==> src/icache_pkg.sv <==
// Instruction cache package
// Geometry of the tag and data banks, scramble key type and bank payloads

package icache_pkg;

  // Cache geometry
  localparam int unsigned IC_NUM_WAYS  = 2;
  localparam int unsigned IC_NUM_LINES = 16;
  localparam int unsigned IC_INDEX_W   = 4;

  // Payload widths of the tag and data banks
  localparam int unsigned IC_TAG_W  = 22;
  localparam int unsigned IC_LINE_W = 64;

  // Scramble key width
  localparam int unsigned SCR_KEY_W = 32;

  typedef logic [SCR_KEY_W-1:0]  scr_key_t;
  typedef logic [IC_TAG_W-1:0]   ic_tag_t;
  typedef logic [IC_LINE_W-1:0]  ic_line_t;
  typedef logic [IC_INDEX_W-1:0] ic_index_t;

  // Key in use until the first exchange
  localparam scr_key_t KEY_RESET = 32'h5a3c_96e1;

endpackage

==> src/scramble_key_ctrl.sv <==
// Scramble key control
// Holds the cache scramble key and runs the key request and valid exchange

`timescale 1ns/1ps

module scramble_key_ctrl import icache_pkg::*; (
  input  logic     clk_i,
  input  logic     rst_ni,
  input  logic     key_req_i,
  input  logic     key_valid_i,
  input  scr_key_t key_i,
  output scr_key_t key_o,
  output logic     key_valid_o,
  output logic     req_o
);

  scr_key_t key_q;
  logic     key_valid_d;
  logic     key_valid_q;
  logic     req_d;
  logic     req_q;

  // Open request waits for a valid key, otherwise a pulse opens one
  assign req_d = req_q ? ~key_valid_i : key_req_i;

  // Key goes invalid with the request and valid again with the new key
  assign key_valid_d = req_q     ? key_valid_i :
                       key_req_i ? 1'b0        :
                                   key_valid_q;

  always_ff @(posedge clk_i or negedge rst_ni) begin
    if (!rst_ni) begin
      req_q       <= 1'b0;
      key_valid_q <= 1'b1;
    end else begin
      req_q       <= req_d;
      key_valid_q <= key_valid_d;
    end
  end

  // Any valid key from the provider is taken
  always_ff @(posedge clk_i or negedge rst_ni) begin
    if (!rst_ni) begin
      key_q <= KEY_RESET;
    end else if (key_valid_i) begin
      key_q <= key_i;
    end
  end

  assign key_o       = key_q;
  assign key_valid_o = key_valid_q;
  assign req_o       = req_q;

endmodule

==> config.mk <==
export PLATFORM = sky130hd
export DESIGN_NAME = scramble_key_ctrl
export DESIGN_NICKNAME = d
export VERILOG_FILES = /design/src/icache_pkg.sv /design/src/scramble_key_ctrl.sv
export SDC_FILE = /design/constraint.sdc
export NUM_CORES = 1
export LEC_CHECK = 0
export BUFFER_PORTS_ARGS = -buffer_cell sky130_fd_sc_hd__buf_2
export CAP_MARGIN = 20
export CORE_MARGIN = 2
export CORE_UTILIZATION = 48
export DETAILED_ROUTE_END_ITERATION = 10
export GPL_TIMING_DRIVEN = 1
export PLACE_DENSITY = 0.9
export SYNTH_ARGS = -nofsm -noshare
export SYNTH_HDL_FRONTEND = slang
export SYNTH_SLANG_ARGS = --single-unit
==> constraint.sdc <==
create_clock -name clk_i -period 2 [get_ports clk_i]
set_input_delay 0.1 -clock clk_i [delete_from_list [all_inputs] [get_ports clk_i]]
set_output_delay 0.1 -clock clk_i [all_outputs]
set_load 0.02 [all_outputs]
==> results.ini, run 1 <==
[outcome]
status = complete, but fails checks
failed_checks = DRC

[clock_tree]
cts_root_buf = clkbuf_4
clockBufferDepth = 2
post_cts_resized = 0
htree_levels = 2
cts_setup_buffers = 0
numClockSinks = 34
clk_latency_ps = 310
cts_tree = yes
path_clk_slew_ps = 100
cts_made_buffers = 5

[global_routing]
grt_pass1_vias = 1061
grt_pass1_wl_um = 4730
grt_antenna_before_repair = 0
grt_max_degree = 35
grt_use_total_pct = 19.0
grt_overflow = 0

[setup_path]
worstSetupStartpointType = flip-flop
path_class = reg2out
worstSetupEndpointType = output port
critPathTopFamily = flip-flops
required_ps = 1900
arrival_ps = 1050
path_buf_inv = 1
crit_fanout = 2
slowest_stage = dfstp_2
critPathMaxStageDelay_ps = 550
cp_cell_sequence = buf_2

[yosys]
syn_avg_cell_area_um2 = 19.4
synth_most_common_cell = mux2_4
syn_inst = 74
synthFlopType = dfstp_2
syn-num-nets = 110
syn_area_um2 = 1440
synth_top_area_share_pct = 31.1
yosysWarnings = 0
ys_ff_latch = 34
synth_area_leaders = dfstp_2 (31%), dfrtp_1 (30%), mux2_4 (29%)
synth_cell_types = 10
synth_top_cell_by_area = dfstp_2
synth_edf_count = 0
synth-seq-area-share_pct = 60.8
synthArstFlopShare_pct = 100
ys_top_cells_by_count = mux2_4 (28), dfrtp_1 (17), dfstp_2 (17)

[drt]
vias = 985
via_per_inst = 4.85
drt_iter0_drc = 27
drt_wl_total_um = 3170
avgRoutedWirePerCell_um = 15.6
remaining_drc_errors = 2
ant_nets = 0
drtPass1Iterations = 6

[placed_design]
hpwlAfterDp_um = 1930
dpl.cell_count = 171
gp_congestion = 0.688
port_buffers = 69
dpl_cell_area_um2 = 1770

[final_layout]
nets = 207
area_growth_pct = 44.1
stdcell_count = 203
drive_gt1_share_pct = 73.3
insertedDiodeCount = 0
n_fill_cell = 204
finalInstanceArea_um2 = 2070

[power]
swShare_pct = 27.2
seq_power_share_pct = 52.1
clkPwrFrac_pct = 23.7
p_int_mw = 1.15
power_density_nw_per_um2 = 765
ir_worst_vdd_v = 0.000454
power.leakage_nw = 1.06
comb_power_share_pct = 24.3
power.switching_mw = 0.431

[sta]
fin_setup_tns_ps = 0
period_share_pct = 57.3
fmax_mhz = 873
timing.hold.ws_ps = 16.7
hold_viol_final = 0
worst_pin_slew_ps = 701
setup_viol = 0
slew-limit-headroom_pct = 53.3
fin_crit_ps = 1150
skew_ps = 0.00677
rsz0062_at_grt = no
drv_slew = 0

[floorplanning]
die_h_um = 58.7
start_util_pct = 51.2
fp.coreArea_um2 = 2810
num_io_pins = 70
die_x_um = 58.7
rows = 19
dieArea_um2 = 3440

[job]
maxCapViolCount = 0

[hold_path]
hp-class = in2reg

timing repair:
item / CTS / global route
endpoints found under the hold margin: 31 / 9
setup endpoints to repair: 0 / 0
hold buffers: 15 / 9
power by group through the flow:
stage | Combinational [mW] | Sequential (mW) | Clock (mW)
4_1_cts | 0.371 | 0.823 | 0.389
6_report | 0.384 | 0.824 | 0.374
3_5_place_dp | 0.347 | 0.833 | 0
3_3_place_gp | 0.339 | 0.829 | 0
2_1_floorplan | 0.136 | 0.921 | 0
5_1_grt | 0.410 | 0.833 | 0.427
registers in the layout (all words and copies together) (netlist names):
signal	flops
key_valid_o	1
key_o	32
req_o	1
final timing paths:
path | slack [ps] | cells after the start | end | from
worst min-delay path | 20 | 2 | key_o[31]$_DFFE_PN0P_ | key_i[31]
worst max-delay path | 850 | 1 | key_o[9] | key_o[9]$_DFFE_PN1P_
worst max register to register | 1210 | 1 | key_o[3]$_DFFE_PN0P_ | key_o[3]$_DFFE_PN0P_
worst min register to register | 510 | 1 | key_o[11]$_DFFE_PN0P_ | key_o[11]$_DFFE_PN0P_
max in group asynchronous | 1180 | 2 | key_o[22]$_DFFE_PN0P_ | rst_ni
min in group asynchronous | 360 | 2 | key_o[13]$_DFFE_PN0P_ | rst_ni
kinds of logic after synthesis:
group                  after synthesis  synth area share [%]
AO/OA/AOI/OAI                        1                 0.610
AND/OR/NAND/NOR                      1                 0.261
multiplexers                        33                  33.1
buffers and inverters                5                  5.23
flip-flops                          34                  60.8
per-stage QoR:
step,power [mW],util (%),worst slack [ps]
2_1_floorplan,1.06,-,1170
3_3_place_gp,1.17,63.0,1080
3_5_place_dp,1.18,63.0,1050
4_1_cts,1.58,70.5,852
5_1_grt,1.67,73.7,810
6_report,1.58,73.7,854
final cells by class:
class,count,area (um^2),area share [%]
inverter,1,3.75,0.181
timing repair buffer,94,606,29.3
clock inverter,1,5.00,0.242
multi-input combinational,35,488,23.6
tap,31,38.8,1.88
clock buffer,7,55.1,2.66
sequential,34,872,42.2
per-layer routing:
metal,vias up,track usage (%),wire (um)
met5,-,0,0
met4,0,10.7,68
met3,7,2.64,111
met2,29,34.3,1840
met1,501,21.5,1150
li1,448,-,-
cell usage in the layout (no fill, tap or decap), drive strengths merged:
cell type / n
buf: 70
mux2: 32
dlygate4sd3: 24
dfstp: 17
dfrtp: 17
clkbuf: 7
nor2: 1
a22o: 1
inv: 1
mux2i: 1
clkinv: 1
(Power assumes the default switching activity.)
==> inputs of run 2 (changes only) <==
--- a/config.mk
+++ b/config.mk
@@ -8,10 +8,10 @@
 export BUFFER_PORTS_ARGS = -buffer_cell sky130_fd_sc_hd__buf_2
 export CAP_MARGIN = 20
 export CORE_MARGIN = 2
-export CORE_UTILIZATION = 48
+export CORE_UTILIZATION = 45
 export DETAILED_ROUTE_END_ITERATION = 10
 export GPL_TIMING_DRIVEN = 1
-export PLACE_DENSITY = 0.9
+export PLACE_DENSITY = 0.85
 export SYNTH_ARGS = -nofsm -noshare
 export SYNTH_HDL_FRONTEND = slang
 export SYNTH_SLANG_ARGS = --single-unit
==> constraint.sdc (replaced) <==
create_clock -name clk_i -period 1.2 [get_ports clk_i]
set_input_delay 0.06 -clock clk_i [delete_from_list [all_inputs] [get_ports clk_i]]
set_output_delay 0.06 -clock clk_i [all_outputs]
set_load 0.02 [all_outputs]
==> run 2 against run 1 <==
The run now ends clean. Clock power increased by 130%. Wire length grew 1.0%. Sequential power up 66%. Utilization down 0.70 points. Critical path type unchanged. Critical endpoint is now key_valid_o.
==> results.ini, run 2 (synthesis gave the netlist of run 1 again) <==
[outcome]
status = finished, final reports clean

[final_layout]
nets = 218
drive_gt1_share_pct = 69.4
layout_commonest_cell = buf_2
mostFrequentLayoutCells = buf_2 (69), dlygate4sd3_1 (34), mux2_4 (28)
insertedDiodeCount = 0
largest_reg_flops = 32
area_growth_pct = 55.4
n_fill_cell = 210

[sta]
fmax_mhz = 898
period_share_pct = 92.8
setup_viol = 0
skew_ps = 0.334
fin_setup_tns_ps = 0
fin_crit_ps = 1110
timing.hold.ws_ps = 155
hold_viol_final = 0
slew-limit-headroom_pct = 75.3
rsz0062_at_grt = no
worst_pin_slew_ps = 371
drv_slew = 0

[clock_tree]
clockBufferDepth = 2
cts_made_buffers = 5
path_clk_slew_ps = 110
cts_root_buf = clkbuf_4
cts_tree = yes
htree_levels = 2
numClockSinks = 34
clk_latency_ps = 330

[drt]
drtPass1Iterations = 4
ant_nets = 0
vias = 992
remaining_drc_errors = 0
via_per_inst = 4.37
avgRoutedWirePerCell_um = 14.1
drt_iter0_drc = 18
drt_wl_total_um = 3200

[setup_path]
timing.rr.start = key_o[26]$_DFFE_PN0P_
critPathTopFamily = flip-flops
regToRegSetupSlack_ps = 420
crit_fanout = 2
required_ps = 1140
worstSetupEndpointType = output port
r2r_end = key_o[26]$_DFFE_PN0P_
cp_cell_sequence = buf_2
r2r_cells = 1
worstSetupStartpointType = flip-flop
path_buf_inv = 1
arrival_ps = 1050
timing.critical_path.from = key_valid_o$_DFFE_PN1P_
path_class = reg2out
slowest_stage = dfstp_2
critPathMaxStageDelay_ps = 560

[floorplanning]
fp.coreArea_um2 = 3050
die_x_um = 60.5
rows = 20
num_io_pins = 70
die_h_um = 60.5
start_util_pct = 47.0
dieArea_um2 = 3660

[global_routing]
grt_pass1_wl_um = 4910
grt_pass1_vias = 1117
grt_use_total_pct = 19.3
grt_antenna_before_repair = 0
grt_overflow = 0
grt_max_degree = 35

[power]
power.leakage_nw = 1.12
ir_worst_vdd_v = 0.000796
power_density_nw_per_um2 = 1300

[placed_design]
hpwlAfterDp_um = 1960
port_buffers = 69
gp_congestion = 0.710

[job]
maxCapViolCount = 0

[hold_path]
hp-class = in2async

## run 2: cell types whose count changed in the layout (fill, tap and decap cells not counted)
cell	before	now
buf_12	1	2
dlygate4sd3_1	24	34
clkinv_2	1	0
bufinv_16	0	1
## run 2: repair_timing
item | CTS | global route
hold buffers | 34 | 0
gates resized for setup | 0 | 0
endpoints found under the hold margin | 58 | 0
setup buffers | 0 | 0
## run 2: cell type report
type	instances	area, um^2	area share [%]
inverters	1	3.75	0.168
well taps	44	55.1	2.47
clock buffers	7	55.1	2.47
repair buffers	105	726	32.5
multi-input cells	35	488	21.9
flip-flops and latches	34	872	39.1
clock inverters	1	30.0	1.35
## run 2: worst max-delay path by stage
stage	cells past startpoint	slack, ps	to
detailed placement	3	280	key_o[29]$_DFFE_PN0P_
finish	1	90	key_valid_o
floorplan	1	370	key_o[11]$_DFFE_PN0P_
global placement	3	320	key_o[29]$_DFFE_PN0P_
CTS	1	80	key_valid_o
global route	1	30	key_valid_o
## run 2: stage by stage
stage	std cells	instance area [um^2]	setup slack, ps	utilization, %	total power [mW]
2_1_floorplan	74	1440	365	-	1.76
3_3_place_gp	185	1800	317	59.1	1.95
3_5_place_dp	185	1800	279	59.1	1.98
4_1_cts	227	2230	83.9	73.0	2.93
5_1_grt	227	2230	33.7	73.0	3.05
6_report	227	2230	86.1	73.0	2.91
## run 2: power breakdown
part           switching [mW]  internal, mW  leakage, nW
Sequential             0.0686          1.30        0.377
Combinational           0.309         0.360        0.696
Clock                   0.370         0.498       0.0455
## run 2: routing by layer
metal / vias up / track usage, % / share of wire [%]
li1: 470 / - / -
met1: 465 / 20.1 / 38
met3: 11 / 5.76 / 5.5
met2: 46 / 35.1 / 54
met5: - / 0 / 0
met4: 0 / 9.63 / 2.7
==> inputs of run 3 (changes only) <==
==> constraint.sdc (replaced) <==
create_clock -name clk_i -period 1.1 [get_ports clk_i]
set_input_delay 0.11 -clock clk_i [delete_from_list [all_inputs] [get_ports clk_i]]
set_output_delay 0.11 -clock clk_i [all_outputs]
set_load 0.02 [all_outputs]
==> run 3 against run 2 <==
The run now ends with setup timing left. Non-clock buffer count down 9. Sequential share of layout area is 0.33 points higher. Setup slack got worse by 100 ps. Register-to-register slack got worse by 170 ps. Sequential power is 10% higher. Sequential cell count is the same. Clock power decreased by 19%. Via count shrank 1.0%. Critical endpoint is now key_o[9]. Wire length down 1.6%. First-iteration DRC count is 11% lower.
==> results.ini, run 3 (synthesis gave the netlist of run 1 again) <==
[outcome]
status = complete, but fails checks
failed_checks = setup timing

[power]
power_density_nw_per_um2 = 1360
power.leakage_nw = 1.11
ir_worst_vdd_v = 0.000847
p_total_mw = 3.01

[sta]
period_share_pct = 102
fin_ws_ps = -17.8
skew_ps = 0.260
fin_crit_ps = 1120
setup_viol = 14
timing.hold.ws_ps = 12.4
hold_viol_final = 0
worst_pin_slew_ps = 366
slew-limit-headroom_pct = 75.6
rsz0062_at_grt = yes
drv_slew = 0
fmax_mhz = 895

[placed_design]
port_buffers = 69
dpl_cell_area_um2 = 1810
hpwlAfterDp_um = 2020
gp_congestion = 0.715

[clock_tree]
cts_tree = yes
clk_latency_ps = 320
cts_root_buf = clkbuf_4
numClockSinks = 34
path_clk_slew_ps = 100
htree_levels = 2
cts_made_buffers = 5
clockBufferDepth = 2

[drt]
via_per_inst = 4.50
avgRoutedWirePerCell_um = 14.4
vias = 982
drt_iter0_drc = 16
ant_nets = 0
remaining_drc_errors = 0
drtPass1Iterations = 4
drt_wl_total_um = 3150

[setup_path]
worstSetupEndpointType = output port
slowest_stage = dfstp_2
timing.rr.start = req_o$_DFF_PN0_
critPathMaxStageDelay_ps = 560
arrival_ps = 1010
required_ps = 990
cp_cell_sequence = buf_6
path_class = reg2out
path_buf_inv = 1
timing.critical_path.from = key_o[9]$_DFFE_PN1P_
crit_fanout = 2
critPathTopFamily = flip-flops
worstSetupStartpointType = flip-flop

[final_layout]
largest_reg_flops = 32
n_fill_cell = 209
insertedDiodeCount = 0
fin_util_pct = 72.4
area_growth_pct = 54.1
nets = 209
mostFrequentLayoutCells = buf_2 (52), mux2_4 (28), dlygate4sd3_1 (21)
layout_commonest_cell = buf_2
finalInstanceArea_um2 = 2210
drive_gt1_share_pct = 75.3

[global_routing]
grt_antenna_before_repair = 0
grt_max_degree = 22
grt_overflow = 0
grt_pass1_vias = 1002
grt_pass1_wl_um = 4480
grt_use_total_pct = 17.3

[floorplanning]
fp.coreArea_um2 = 3050
die_x_um = 60.5
rows = 20
die_h_um = 60.5
start_util_pct = 47.0
num_io_pins = 70
dieArea_um2 = 3660

[job]
maxCapViolCount = 0

[hold_path]
min-delay-start = key_i[29]
hp-class = in2reg

## run 3: cell count changes in the layout (fill, tap and decap cells not counted)
cell,delta
buf_2,-17
bufinv_16,-1
buf_6,+17
buf_4,+4
clkinv_2,+1
dlygate4sd3_1,-13
## run 3: final timing paths
path,to,slack [ps],depth (start not counted)
setup / recovery,key_o[9],-20,1
hold / removal,key_o[29]$_DFFE_PN0P_,10,2
setup reg to reg,key_valid_o$_DFFE_PN1P_,250,2
hold reg to reg,key_o[8]$_DFFE_PN0P_,520,1
max in group asynchronous,key_o[30]$_DFFE_PN1P_,380,3
min in group asynchronous,key_o[31]$_DFFE_PN0P_,220,2
## run 3: area by class of cell
type | count | area (um^2) | area share [%]
Clock buffer | 7 | 55.1 | 2.49
Inverter | 1 | 3.75 | 0.170
Tap cell | 44 | 55.1 | 2.49
Multi-Input combinational cell | 35 | 488 | 22.1
Clock inverter | 1 | 5.00 | 0.226
Timing Repair Buffer | 96 | 732 | 33.1
Sequential cell | 34 | 872 | 39.4
## run 3: metrics by stage
stage | cells | worst slack (ps) | TNS, ps
2_1_floorplan | 74 | 265 | 0
3_3_place_gp | 186 | 204 | 0
5_1_grt | 218 | -60.5 | -792
6_report | 218 | -17.8 | -102
4_1_cts | 212 | -36.8 | -366
3_5_place_dp | 186 | 167 | 0
## run 3: metal layers
| metal | routed length, um | GRT usage [%] | up-vias |
|---|---|---|---|
| met2 | 1610 | 27.8 | 47 |
| met4 | 63 | 9.01 | 0 |
| li1 | - | - | 454 |
| met5 | 0 | 0 | - |
| met3 | 197 | 5.76 | 7 |
| met1 | 1280 | 20.9 | 474 |
## run 3: report_power, final
part / internal (mW) / switching, mW
Combinational: 0.452 / 0.342
Clock: 0.310 / 0.392
Sequential: 1.42 / 0.0878
## run 3: repair_timing
item | CTS | global route
endpoints found under the setup margin | 17 | 18
buffers inserted | 2 | 1
hold buffers | 16 | 5
gates resized for setup | 34 | 0
hold endpoints to repair | 40 | 5
