`config.mk`:
```
export PLATFORM = sky130hd
export DESIGN_NAME = icache_bank
export DESIGN_NICKNAME = d
export VERILOG_FILES = /design/src/icache_pkg.sv /design/src/icache_bank.sv
export SDC_FILE = /design/constraint.sdc
export NUM_CORES = 1
export LEC_CHECK = 0
export BUFFER_PORTS_ARGS = -buffer_cell sky130_fd_sc_hd__buf_2
export CAP_MARGIN = 5
export CORE_MARGIN = 8
export CORE_UTILIZATION = 65
export DETAILED_ROUTE_END_ITERATION = 10
export PLACE_DENSITY = 0.83
export SETUP_SLACK_MARGIN = 0.1
export SLEW_MARGIN = 20
export SYNTH_ARGS = -nofsm -noshare
export SYNTH_HDL_FRONTEND = slang
export SYNTH_SLANG_ARGS = --single-unit
export TNS_END_PERCENT = 5
```
`constraint.sdc`:
```
create_clock -name clk_i -period 4.2 [get_ports clk_i]
set_input_delay 0.42 -clock clk_i [delete_from_list [all_inputs] [get_ports clk_i]]
set_output_delay 0.42 -clock clk_i [all_outputs]
set_load 0.01 [all_outputs]
```
`src/icache_pkg.sv`:
```
// Instruction cache package
// Geometry of the tag and data banks, scramble key type and bank payloads

package icache_pkg;

  // Cache geometry
  localparam int unsigned IC_NUM_WAYS  = 2;
  localparam int unsigned IC_NUM_LINES = 16;
  localparam int unsigned IC_INDEX_W   = 4;

  // Payload widths of the tag and data banks
  localparam int unsigned IC_TAG_W  = 22;
  localparam int unsigned IC_LINE_W = 64;

  // Scramble key width
  localparam int unsigned SCR_KEY_W = 32;

  typedef logic [SCR_KEY_W-1:0]  scr_key_t;
  typedef logic [IC_TAG_W-1:0]   ic_tag_t;
  typedef logic [IC_LINE_W-1:0]  ic_line_t;
  typedef logic [IC_INDEX_W-1:0] ic_index_t;

  // Key in use until the first exchange
  localparam scr_key_t KEY_RESET = 32'h5a3c_96e1;

endpackage

```
`src/icache_bank.sv`:
```
// Scrambled cache RAM bank
// Single-port memory that XORs a keystream on write and on read,
// with a registered read output

`timescale 1ns/1ps

module icache_bank import icache_pkg::*; #(
  parameter int unsigned Depth     = IC_NUM_LINES,
  parameter type         payload_t = ic_line_t
) (
  input  logic      clk_i,
  input  logic      rst_ni,
  input  logic      req_i,
  input  logic      write_i,
  input  logic      key_valid_i,
  input  ic_index_t addr_i,
  input  payload_t  wdata_i,
  input  scr_key_t  key_i,
  output payload_t  rdata_o
);

  localparam int unsigned Width = $bits(payload_t);
  localparam int unsigned Reps  = (Width + SCR_KEY_W - 1) / SCR_KEY_W;

  logic [Reps*SCR_KEY_W-1:0] key_rep;
  payload_t                  keystream;
  payload_t                  mem_q [Depth];
  payload_t                  rdata_q;

  // Key repeated up to the payload width, then cut
  assign key_rep   = {Reps{key_i}};
  assign keystream = payload_t'(key_rep[Width-1:0]);

  // Storage
  always_ff @(posedge clk_i) begin
    if (req_i && write_i && key_valid_i) begin
      mem_q[addr_i] <= wdata_i ^ keystream;
    end
  end

  // Read data holds between reads, clears while the key is invalid
  always_ff @(posedge clk_i or negedge rst_ni) begin
    if (!rst_ni) begin
      rdata_q <= '0;
    end else if (!key_valid_i) begin
      rdata_q <= '0;
    end else if (req_i && !write_i) begin
      rdata_q <= mem_q[addr_i] ^ keystream;
    end
  end

  assign rdata_o = rdata_q;

endmodule

```
==> results of run 1 <==
-- sequential cells by signal (all words and copies together) (netlist names) --
name     count
rdata_o     64
mem_q     1024
-- area by class of cell --
type	instances	area, um^2	area share
well taps	864	1080	0.0221
inverters	2	7.51	0.000154
clock buffers	140	2900	0.0593
flip-flops and latches	1088	32400	0.662
multi-input cells	732	10300	0.211
repair buffers	222	1420	0.0289
clock inverters	58	828	0.0169
-- synthesized netlist by cell type --
cell type	instances	area (um^2)
xor2_1	64	561
buf_6	10	113
dfrtp_1	64	1600
mux2i_1	192	1920
nor3_1	4	20.0
nand2b_1	34	213
nand3b_1	1	7.51
a21boi_0	1	7.51
or3_1	1	6.26
clkbuf_1	65	244
edfxtp_1	1024	30700
a221o_1	64	641
nand3_1	2	10.0
buf_1	20	75.1
nor4bb_1	1	10.0
xnor2_1	64	561
mux4_2	256	5770
nor2_1	13	48.8
nand2_1	34	128
inv_1	2	7.51
and4b_1	1	10.0
buf_4	11	82.6
buf_2	21	105
-- worst min path at each step --
stage | start | to | depth (start not counted)
6_report | key_i[17] | rdata_o[17]$_DFFE_PN0P_ | 3
5_1_grt | key_i[4] | rdata_o[4]$_DFFE_PN0P_ | 3
4_1_cts | key_i[17] | rdata_o[17]$_DFFE_PN0P_ | 3
3_5_place_dp | rst_ni | rdata_o[7]$_DFFE_PN0P_ | 1
3_3_place_gp | rst_ni | rdata_o[7]$_DFFE_PN0P_ | 1
2_1_floorplan | rst_ni | rdata_o[0]$_DFFE_PN0P_ | 0
-- metal layers --
layer,vias up,routed length [um]
met5,-,0
met4,0,4180
met3,261,8700
met2,1199,50200
met1,10753,35000
li1,8432,-
-- critical path, delay by kind of cell --
family,cells,cell delay [ns]
multiplexers,3,0.97
AO/OA/AOI/OAI,1,0.28
buffers and inverters,2,1.08
-- through the flow --
step / power (mW) / area (um^2) / std cells / hold WS (ns)
2_1_floorplan: 13.3 / 42900 / 1949 / 0.124
4_1_cts: 23.7 / 48700 / 3106 / 0.178
6_report: 23.7 / 48900 / 3106 / 0.222
5_1_grt: 24.2 / 48900 / 3106 / 0.218
3_3_place_gp: 13.7 / 44900 / 2907 / 0.450
3_5_place_dp: 13.8 / 44900 / 2907 / 0.455
-- power by group --
| group | total [mW] | switching (mW) | internal [mW] |
|---|---|---|---|
| Clock | 10.1 | 4.06 | 6.04 |
| Sequential | 12.2 | 0.0579 | 12.2 |
| Combinational | 1.37 | 0.843 | 0.525 |
| Total | 23.7 | 4.96 | 18.7 |
-- cells by family after synthesis --
| kind of cell | count (synthesis) | synth area share |
|---|---|---|
| AOI/OAI and AO/OA | 65 | 0.0151 |
| xor gates and xnor gates | 128 | 0.0261 |
| buffers and inverters | 129 | 0.0146 |
| DFF | 1088 | 0.754 |
| muxes | 448 | 0.179 |
| and+or+nand+nor | 91 | 0.0106 |
==> summary.txt, run 1 <==
STA
  – Setup TNS: 0 ns
  – Worst Clk Skew: between 0.02 and 0.03 ns
  – Slew at the pin closest to its max-slew limit: ~1.2 ns
  – RSZ-0062 raised after global routing: no
  – Fin worst setup slack: between 1.5 and 2 ns
  – Fin. max-slew vios: 0
  – Final setup fails: 0
  – Final period util: 0.554
  – Worst slew margin: 0.207
  – Final Hold Fails: 0
  – Period minus WS final: 2.33 ns
  – Fmax achieved: ~430 MHz

Critical path
  – Crit path DAT: 2.87 ns
  – Largest stage delay, worst path: roughly 0.56 ns
  – Slowest library cell on the worst path: mux4_2
  – R2R Setup Slk: 2.16 ns
  – Reg2reg end: rdata_o[6]$_DFFE_PN0P_
  – Worst Path Max Fanout: 66
  – CP endpoint kind: register
  – Crit start category: input port
  – Most frequent CP cell: mux2i_1
  – Crit path cell chain: buf_8, buf_4, mux4_2, mux2i_1, mux2i_1, a221o_1
  – Worst reg2reg path depth: 4
  – Crit path capture: rdata_o[5]$_DFFE_PN0P_
  – Critical R2R Launch: mem_q[14][6]$_DFFE_PP_
  – CP startpoint: addr_i[1]
  – Critical path class: input port to register
  – Worst Path Required: approximately 4.8 ns

Layout
  – Most frequent cells in the layout: 1024 x edfxtp_1, 256 x mux4_2, 192 x mux2i_1
  – Area growth from synthesis to layout: 14.0%
  – Fraction of layout cells with a size suffix above 1: 0.310
  – Final Util: 0.746
  – Antenna cells: 0
  – NumNets Final: roughly 2300
  – FILL cells: 3351
  – Most common cell after layout, fill and taps aside: edfxtp_1

Floorplan
  – Die Wd: approximately 270 um
  – Rows: 94
  – I/O pins: ~170
  – Die H: approximately 270 um
  – Core area: around 66000 um^2
  – Starting density of the core: 0.655
  – Area of the die: around 74000 um^2

Power
  – Pwr/cell area: 484 nW/um^2
  – Worst VDD drop: between 300 and 400 uV
  – Pleak: approximately 17 nW

Synthesis
  – Post-synth cell types: 23
  – Post-Syn Area per Cell: between 20 and 25 um^2
  – Ys Warns: 0
  – Sequential area share after synthesis: 0.754
  – Post-synthesis register bit count: roughly 1100
  – Synthesized area: approximately 43000 um^2
  – Net Count, Synth: 2054
  – Post-Syn Instances: 1949

Clock tree
  – Clk slew on worst S/H paths: 0.06 ns
  – CTS tree: done
  – CTS resizes: 0
  – CTS sink cnt: about 1100
  – Clock root cell: clkbuf_16
  – Max Buffers Root-to-Sink: 3
  – Max H-tree Level: 3
  – Post-CTS Setup Inserts: 0
  – CTS buffer count: ~100
  – CTS Hold Bufs: 1
  – Clock Latency Late Sink: about 0.67 ns

Detailed routing
  – Via/cell ratio: about 6.6
  – DRC violations left: 0
  – Drt first pass iters: 5
  – Final ANT Viol Nets: 0
  – Via count: approximately 21000
  – Routed wire length: around 98000 um
  – Initial DRC count: around 2300
  – Wire per inst: between 30 and 40 um

Placement
  – Hpwl dp: approximately 50000 um
  – GPL Wtd Cong: about 0.74
  – Pre-CTS setup slack: between 1 and 1.5 ns
  – IO Port Bufs: roughly 170

Global routing
  – Pin count of the biggest net entering global routing: 90
  – Routing usage on met2: 0.448
  – Vias in the first global route: 22821
  – First-pass GRT wire length: 145000 um
  – GRT Total Usage: 0.265
  – GRT met1 Usage: 0.334
  – Busiest grt layer: met2
  – Initial antenna violation count: 0
  – Grt met3 use: 0.0582
  – Overflow after GRT: 0

Hold path
  – Hold Path Class: input port to register

Flow run
  – Max cap viols: 0

Outcome
  – Outcome: completed
Note: power is estimated with default switching activity, not from simulation.
==> run 2, diff against run 1 <==
--- a/config.mk
+++ b/config.mk
@@ -8,9 +8,9 @@
 export BUFFER_PORTS_ARGS = -buffer_cell sky130_fd_sc_hd__buf_2
 export CAP_MARGIN = 5
 export CORE_MARGIN = 8
-export CORE_UTILIZATION = 65
+export CORE_UTILIZATION = 55
 export DETAILED_ROUTE_END_ITERATION = 10
-export PLACE_DENSITY = 0.83
+export PLACE_DENSITY = 0.75
 export SETUP_SLACK_MARGIN = 0.1
 export SLEW_MARGIN = 20
 export SYNTH_ARGS = -nofsm -noshare
==> constraint.sdc (replaced) <==
create_clock -name clk_i -period 2 [get_ports clk_i]
set_input_delay 0.2 -clock clk_i [delete_from_list [all_inputs] [get_ports clk_i]]
set_output_delay 0.2 -clock clk_i [all_outputs]
set_load 0.01 [all_outputs]
==> summary.txt, run 2 (synthesized netlist as in run 1, its figures left out) <==
Outcome
  – Outcome: completed

Critical path
  – Reg2reg end: rdata_o[57]$_DFFE_PN0P_
  – Largest stage delay, worst path: 0.47 ns (-0.09 ns)
  – CP startpoint: mem_q[9][57]$_DFFE_PP_
  – Critical Path Stages: 4 (-2)
  – Critical path class: register to register
  – Critical R2R Launch: mem_q[9][57]$_DFFE_PP_
  – Crit path cell chain: mux4_2, mux2i_1, xnor2_1, a221o_1
  – Crit start category: register
  – R2R Setup Slk: 0.27 ns (-1.89 ns)
  – Worst Path Required: 2.54 ns (-2.21 ns)
  – Crit path DAT: 2.26 ns (-0.61 ns)
  – WP buf/inv: 0 (-2)
  – Top delay family on crit path: multiplexers
  – Worst Path Max Fanout: 1 (-98%)
  – Worst reg2reg path depth: 4 (unchanged)
  – Slowest library cell on the worst path: mux4_2
  – CP endpoint kind: register

Global routing
  – Overflow after GRT: 0 (unchanged)
  – Pin count of the biggest net entering global routing: 65 (-28%)
  – First-pass GRT wire length: 142000 um (-2.1%)
  – Vias in the first global route: 22326 (-2.2%)
  – Initial antenna violation count: 0 (unchanged)
  – GRT Total Usage: 0.219 (-0.0459)

STA
  – Fin worst setup slack: 0.272 ns (-1.60 ns)
  – Period minus WS final: 1.73 ns
  – Worst Clk Skew: 0.0141 ns (-0.0145 ns)
  – RSZ-0062 raised after global routing: no
  – Final Hold Fails: 0 (unchanged)
  – Final period util: 0.864
  – Slew at the pin closest to its max-slew limit: 1.08 ns (-0.109 ns)
  – Fmax achieved: 579 MHz
  – Fin. max-slew vios: 0 (unchanged)
  – Worst slew margin: 0.277 (+0.0701)
  – Final setup fails: 0 (unchanged)

Power
  – Pleak: 17.4 nW (+5.2%)
  – Pwr/cell area: 947 nW/um^2 (+96%)
  – Worst VDD drop: 856 uV (+130%)
  – Design Power: 48.2 mW (+100%)

Clock tree
  – CTS sink cnt: 1088 (unchanged)
  – CTS resizes: 0 (unchanged)
  – Post-CTS Setup Inserts: 0 (unchanged)
  – Clk slew on worst S/H paths: 0.06 ns (about the same)
  – CTS tree: done
  – Max Buffers Root-to-Sink: 3 (unchanged)
  – Clock Latency Late Sink: 0.66 ns (about the same)
  – Clock root cell: clkbuf_16
  – CTS Hold Bufs: 23 (+22)
  – Max H-tree Level: 3 (unchanged)
  – CTS buffer count: 104 (unchanged)

Detailed routing
  – Initial DRC count: 1628 (-30%)
  – Final ANT Viol Nets: 0 (unchanged)
  – Routed wire length: 94800 um (-3.3%)
  – Via count: 20848 (+0.98%)
  – Wire per inst: 27.5 um (-13%)
  – Drt first pass iters: 6 (+1)
  – DRC violations left: 0 (unchanged)
  – Via/cell ratio: 6.05 (-9.0%)

Layout
  – Area growth from synthesis to layout: 18.6%
  – Largest register FFs: 1024 (unchanged)
  – Fraction of layout cells with a size suffix above 1: 0.336 (+0.0259)
  – NumNets Final: 2418 (+7.2%)
  – Most common cell after layout, fill and taps aside: edfxtp_1
  – Final non-filler cell total: 3447 (+11%)
  – Largest register by flop count: mem_q
  – Most frequent cells in the layout: 1024 x edfxtp_1, 256 x mux4_2, 192 x mux2i_1

Floorplan
  – Core area: 77300 um^2 (+18%)
  – Die H: 295 um (+8.2%)
  – Starting density of the core: 0.555 (-0.100)
  – Die Wd: 295 um (+8.2%)
  – Rows: 102 (+8.5%)
  – I/O pins: 169 (unchanged)
  – Area of the die: 87200 um^2 (+17%)

Placement
  – Pre-CTS setup slack: -0.297 ns (-1.44 ns)
  – GPL Wtd Cong: 0.756 (+1.6%)
  – Hpwl dp: 56300 um (+13%)
  – IO Port Bufs: 168 (unchanged)
  – Inst Count DP: 3224 (+11%)

Hold path
  – Hold Path Class: input port to register
  – Hold EP: rdata_o[47]$_DFFE_PN0P_
  – Hold depth: 3 (unchanged)
  – Min-Delay Startpoint: key_i[15]

Flow run
  – Max cap viols: 0 (unchanged)
-- run 2: metrics by stage --
| stage | setup TNS [ns] | utilization | hold WS, ns | area (um^2) |
|---|---|---|---|---|
| 6_report | 0 | 0.658 | 0.0276 | 50900 |
| 5_1_grt | 0 | 0.658 | 0.0322 | 50900 |
| 4_1_cts | 0 | 0.656 | 0.000792 | 50700 |
| 3_5_place_dp | -37.69 | 0.609 | 0.115 | 47100 |
| 3_3_place_gp | -24.51 | 0.609 | 0.110 | 47100 |
| 2_1_floorplan | -929.29 | - | -0.0956 | 43100 |
-- run 2: where the power goes --
| group | internal (mW) | leakage, nW | switching [mW] |
|---|---|---|---|
| Combinational | 1.34 | 5.68 | 1.77 |
| Sequential | 25.5 | 10.1 | 0.115 |
| Clock | 11.2 | 1.66 | 8.24 |
| Total | 38.1 | 17.4 | 10.1 |
-- run 2: metal layers --
metal | vias to the layer above | part of all wire | global-route usage
met5 | - | 0 | 0
met4 | 0 | 0.027 | 0.0665
met1 | 11012 | 0.39 | 0.292
li1 | 8803 | - | -
met3 | 166 | 0.066 | 0.0319
met2 | 867 | 0.52 | 0.377
-- run 2: area by class of cell --
type	count	area, um^2
fillers	4871	26500
clock buffers	148	2910
clock inverters	50	519
inverters	2	7.51
well taps	1040	1300
flip-flops and latches	1088	32400
multi-input cells	732	10200
diodes	2	5.00
repair buffers	385	3570
-- run 2: how the worst max path moves through the flow --
| stage | endpoint | slack, ns |
|---|---|---|
| 2_1_floorplan | mem_q[1][0]$_DFFE_PP_ | -1.05 |
| 3_3_place_gp | rdata_o[28]$_DFFE_PN0P_ | -0.27 |
| 3_5_place_dp | rdata_o[11]$_DFFE_PN0P_ | -0.30 |
| 4_1_cts | rdata_o[29]$_DFFE_PN0P_ | 0.24 |
| 5_1_grt | rdata_o[9]$_DFFE_PN0P_ | 0.19 |
| 6_report | rdata_o[57]$_DFFE_PN0P_ | 0.27 |
-- run 2: tightest hold or removal path, delay by kind of cell --
family / cells / cell delay (ns)
buf+inv: 1 / 0.18
compound gates: 1 / 0.13
xor+xnor: 1 / 0.14
==> run 3, diff against run 2 <==
--- a/config.mk
+++ b/config.mk
@@ -7,10 +7,12 @@
 export LEC_CHECK = 0
 export BUFFER_PORTS_ARGS = -buffer_cell sky130_fd_sc_hd__buf_2
 export CAP_MARGIN = 5
+export CELL_PAD_IN_SITES_DETAIL_PLACEMENT = 0
+export CELL_PAD_IN_SITES_GLOBAL_PLACEMENT = 1
 export CORE_MARGIN = 8
-export CORE_UTILIZATION = 55
+export CORE_UTILIZATION = 49
 export DETAILED_ROUTE_END_ITERATION = 10
-export PLACE_DENSITY = 0.75
+export PLACE_DENSITY_LB_ADDON = 0.1
 export SETUP_SLACK_MARGIN = 0.1
 export SLEW_MARGIN = 20
 export SYNTH_ARGS = -nofsm -noshare
==> summary.txt, run 3 (synthesized netlist as in run 1, its figures left out) <==
Layout
  – FILL cells: 6265 (+29%)
  – Final non-filler cell total: 3569 (+3.5%)
  – Final Util: 0.592 (-0.0657)
  – Area growth from synthesis to layout: 19.8%
  – Most common cell after layout, fill and taps aside: edfxtp_1
  – NumNets Final: 2424 (+0.25%)
  – Antenna cells: 0 (-2)
  – Largest register by flop count: mem_q
  – Area of the multi-input gates: 10200 um^2 (about the same)
  – Largest register FFs: 1024 (unchanged)
  – Register area: 32400 um^2 (unchanged)
  – Most frequent cells in the layout: 1024 x edfxtp_1, 256 x mux4_2, 192 x mux2i_1
  – Fraction of layout cells with a size suffix above 1: 0.338 (+0.00206)

Detailed routing
  – Routed wire length: 98700 um (+4.1%)
  – Met2 WL post-DR: 49700 um (+1.1%)
  – Via/cell ratio: 5.77 (-4.6%)
  – DR top layer: met4
  – Final ANT Viol Nets: 0 (unchanged)
  – Met3 wire length: 4510 um (-28%)
  – Wire per inst: 27.6 um (+0.53%)
  – Initial DRC count: 1650 (+1.4%)
  – Drt first pass iters: 5 (-1)
  – Detailed-routing wirelength on met1: 42100 um (+14%)
  – Via count: 20591 (-1.2%)
  – DRC violations left: 0 (unchanged)

Critical path
  – Largest stage delay, worst path: 0.47 ns (about the same)
  – Reg2reg end: rdata_o[33]$_DFFE_PN0P_
  – Crit start category: register
  – Worst reg2reg path depth: 4 (unchanged)
  – Critical path class: register to register
  – Crit path DAT: 2.20 ns (-0.06 ns)
  – Slowest library cell on the worst path: mux4_2
  – Critical R2R Launch: mem_q[11][33]$_DFFE_PP_
  – Worst Path Required: 2.55 ns (about the same)
  – Worst Path Max Fanout: 1 (unchanged)
  – Crit path cell chain: mux4_2, mux2i_1, xnor2_1, a221o_1
  – CP endpoint kind: register
  – R2R Setup Slk: 0.35 ns (+0.08 ns)

STA
  – Fmax achieved: 606 MHz (+4.7%)
  – Period minus WS final: 1.65 ns (-0.0776 ns)
  – Fin. max-slew vios: 0 (unchanged)
  – Worst slew margin: 0.276 (-0.00103)
  – Slew at the pin closest to its max-slew limit: 1.08 ns (+0.00153 ns)
  – Final setup fails: 0 (unchanged)
  – RSZ-0062 raised after global routing: no
  – Final period util: 0.825 (-0.0388)
  – Final Hold Fails: 0 (unchanged)
  – Worst Clk Skew: 0.0207 ns (+0.00662 ns)
  – Fin Hold WS: 0.0190 ns (-0.00865 ns)

Power
  – Design Power: 48.9 mW (+1.5%)
  – Worst VDD drop: 794 uV (-7.2%)
  – Pwr/cell area: 952 nW/um^2 (+0.51%)
  – Pleak: 17.6 nW (+0.82%)

Hold path
  – Hold depth: 2 (-1)
  – Hold EP: mem_q[2][0]$_DFFE_PP_
  – Min-Delay Startpoint: wdata_i[0]
  – Hold Path Class: input port to register

Global routing
  – Pin count of the biggest net entering global routing: 55 (-15%)
  – Overflow after GRT: 0 (unchanged)
  – Initial antenna violation count: 0 (unchanged)
  – First-pass GRT wire length: 147000 um (+3.9%)
  – GRT Total Usage: 0.202 (-0.0170)
  – Vias in the first global route: 22336 (+0.045%)

Floorplan
  – Die Wd: 312 um (+5.6%)
  – Die H: 312 um (+5.6%)
  – Core area: 86800 um^2 (+12%)
  – I/O pins: 169 (unchanged)
  – Starting density of the core: 0.494 (-0.0602)
  – Rows: 108 (+5.9%)
  – Area of the die: 97200 um^2 (+12%)

Placement
  – Hpwl dp: 58200 um (+3.2%)
  – Inst Count DP: 3334 (+3.4%)
  – GPL Wtd Cong: 0.731 (-3.2%)
  – IO Port Bufs: 168 (unchanged)

Clock tree
  – Max Buffers Root-to-Sink: 3 (unchanged)
  – CTS buffer count: 110 (+5.8%)
  – Max H-tree Level: 3 (unchanged)
  – CTS tree: done
  – CTS sink cnt: 1088 (unchanged)
  – Clock root cell: clkbuf_16
  – Clock Latency Late Sink: 0.66 ns (about the same)
  – Clk slew on worst S/H paths: 0.07 ns (about the same)

Flow run
  – Max cap viols: 0 (unchanged)

Outcome
  – Outcome: completed
## run 3: how the worst max path moves through the flow
| stage | from | end | slack [ns] | cells after the start |
|---|---|---|---|---|
| floorplan | addr_i[1] | mem_q[1][0]$_DFFE_PP_ | -1.05 | 5 |
| global placement | addr_i[1] | rdata_o[63]$_DFFE_PN0P_ | -0.15 | 7 |
| detailed placement | addr_i[1] | rdata_o[3]$_DFFE_PN0P_ | -0.17 | 7 |
| CTS | mem_q[15][25]$_DFFE_PP_ | rdata_o[25]$_DFFE_PN0P_ | 0.31 | 4 |
| global route | mem_q[1][3]$_DFFE_PP_ | rdata_o[3]$_DFFE_PN0P_ | 0.27 | 4 |
| finish | mem_q[11][33]$_DFFE_PP_ | rdata_o[33]$_DFFE_PN0P_ | 0.35 | 4 |
## run 3: layout make-up
| type | instances | share of cell area |
|---|---|---|
| Clock inverter | 51 | 0.00969 |
| Multi-Input combinational cell | 732 | 0.199 |
| Tap cell | 1155 | 0.0281 |
| Inverter | 2 | 0.000146 |
| Clock buffer | 156 | 0.0601 |
| Timing Repair Buffer | 385 | 0.0732 |
| Sequential cell | 1088 | 0.630 |
## run 3: worst max-delay path: cells and delay by family (launching register included)
family | cells | cell delay, ns
DFF | 1 | 0.36
xor gates and xnor gates | 1 | 0.10
AOI/OAI and AO/OA | 1 | 0.32
muxes | 2 | 0.75
## run 3: per-layer routing
metal | vias to the layer above | GRT usage
met5 | - | 0
met4 | 0 | 0.0553
met3 | 137 | 0.0275
met2 | 517 | 0.340
met1 | 11110 | 0.278
li1 | 8827 | -
## run 3: metrics by stage
step	TNS, ns	setup slack, ns	instance area (um^2)
detailed placement	-13.08	-0.169	47400
finish	0	0.350	51400
global placement	-11.91	-0.153	47400
floorplan	-929.29	-1.05	43100
global route	0	0.270	51400
CTS	0	0.306	51200
## run 3: what timing repair did
item	4_1_cts	5_1_grt
hold endpoints to repair	105	0
setup buffers	0	0
resized for setup	0	0
endpoints found under the setup margin	0	0
hold buffers	28	0
## run 3: report_power, final
part	leakage (nW)	internal [mW]	switching (mW)
Sequential	10.1	25.5	0.114
Clock	1.76	11.7	8.49
Combinational	5.72	1.36	1.76
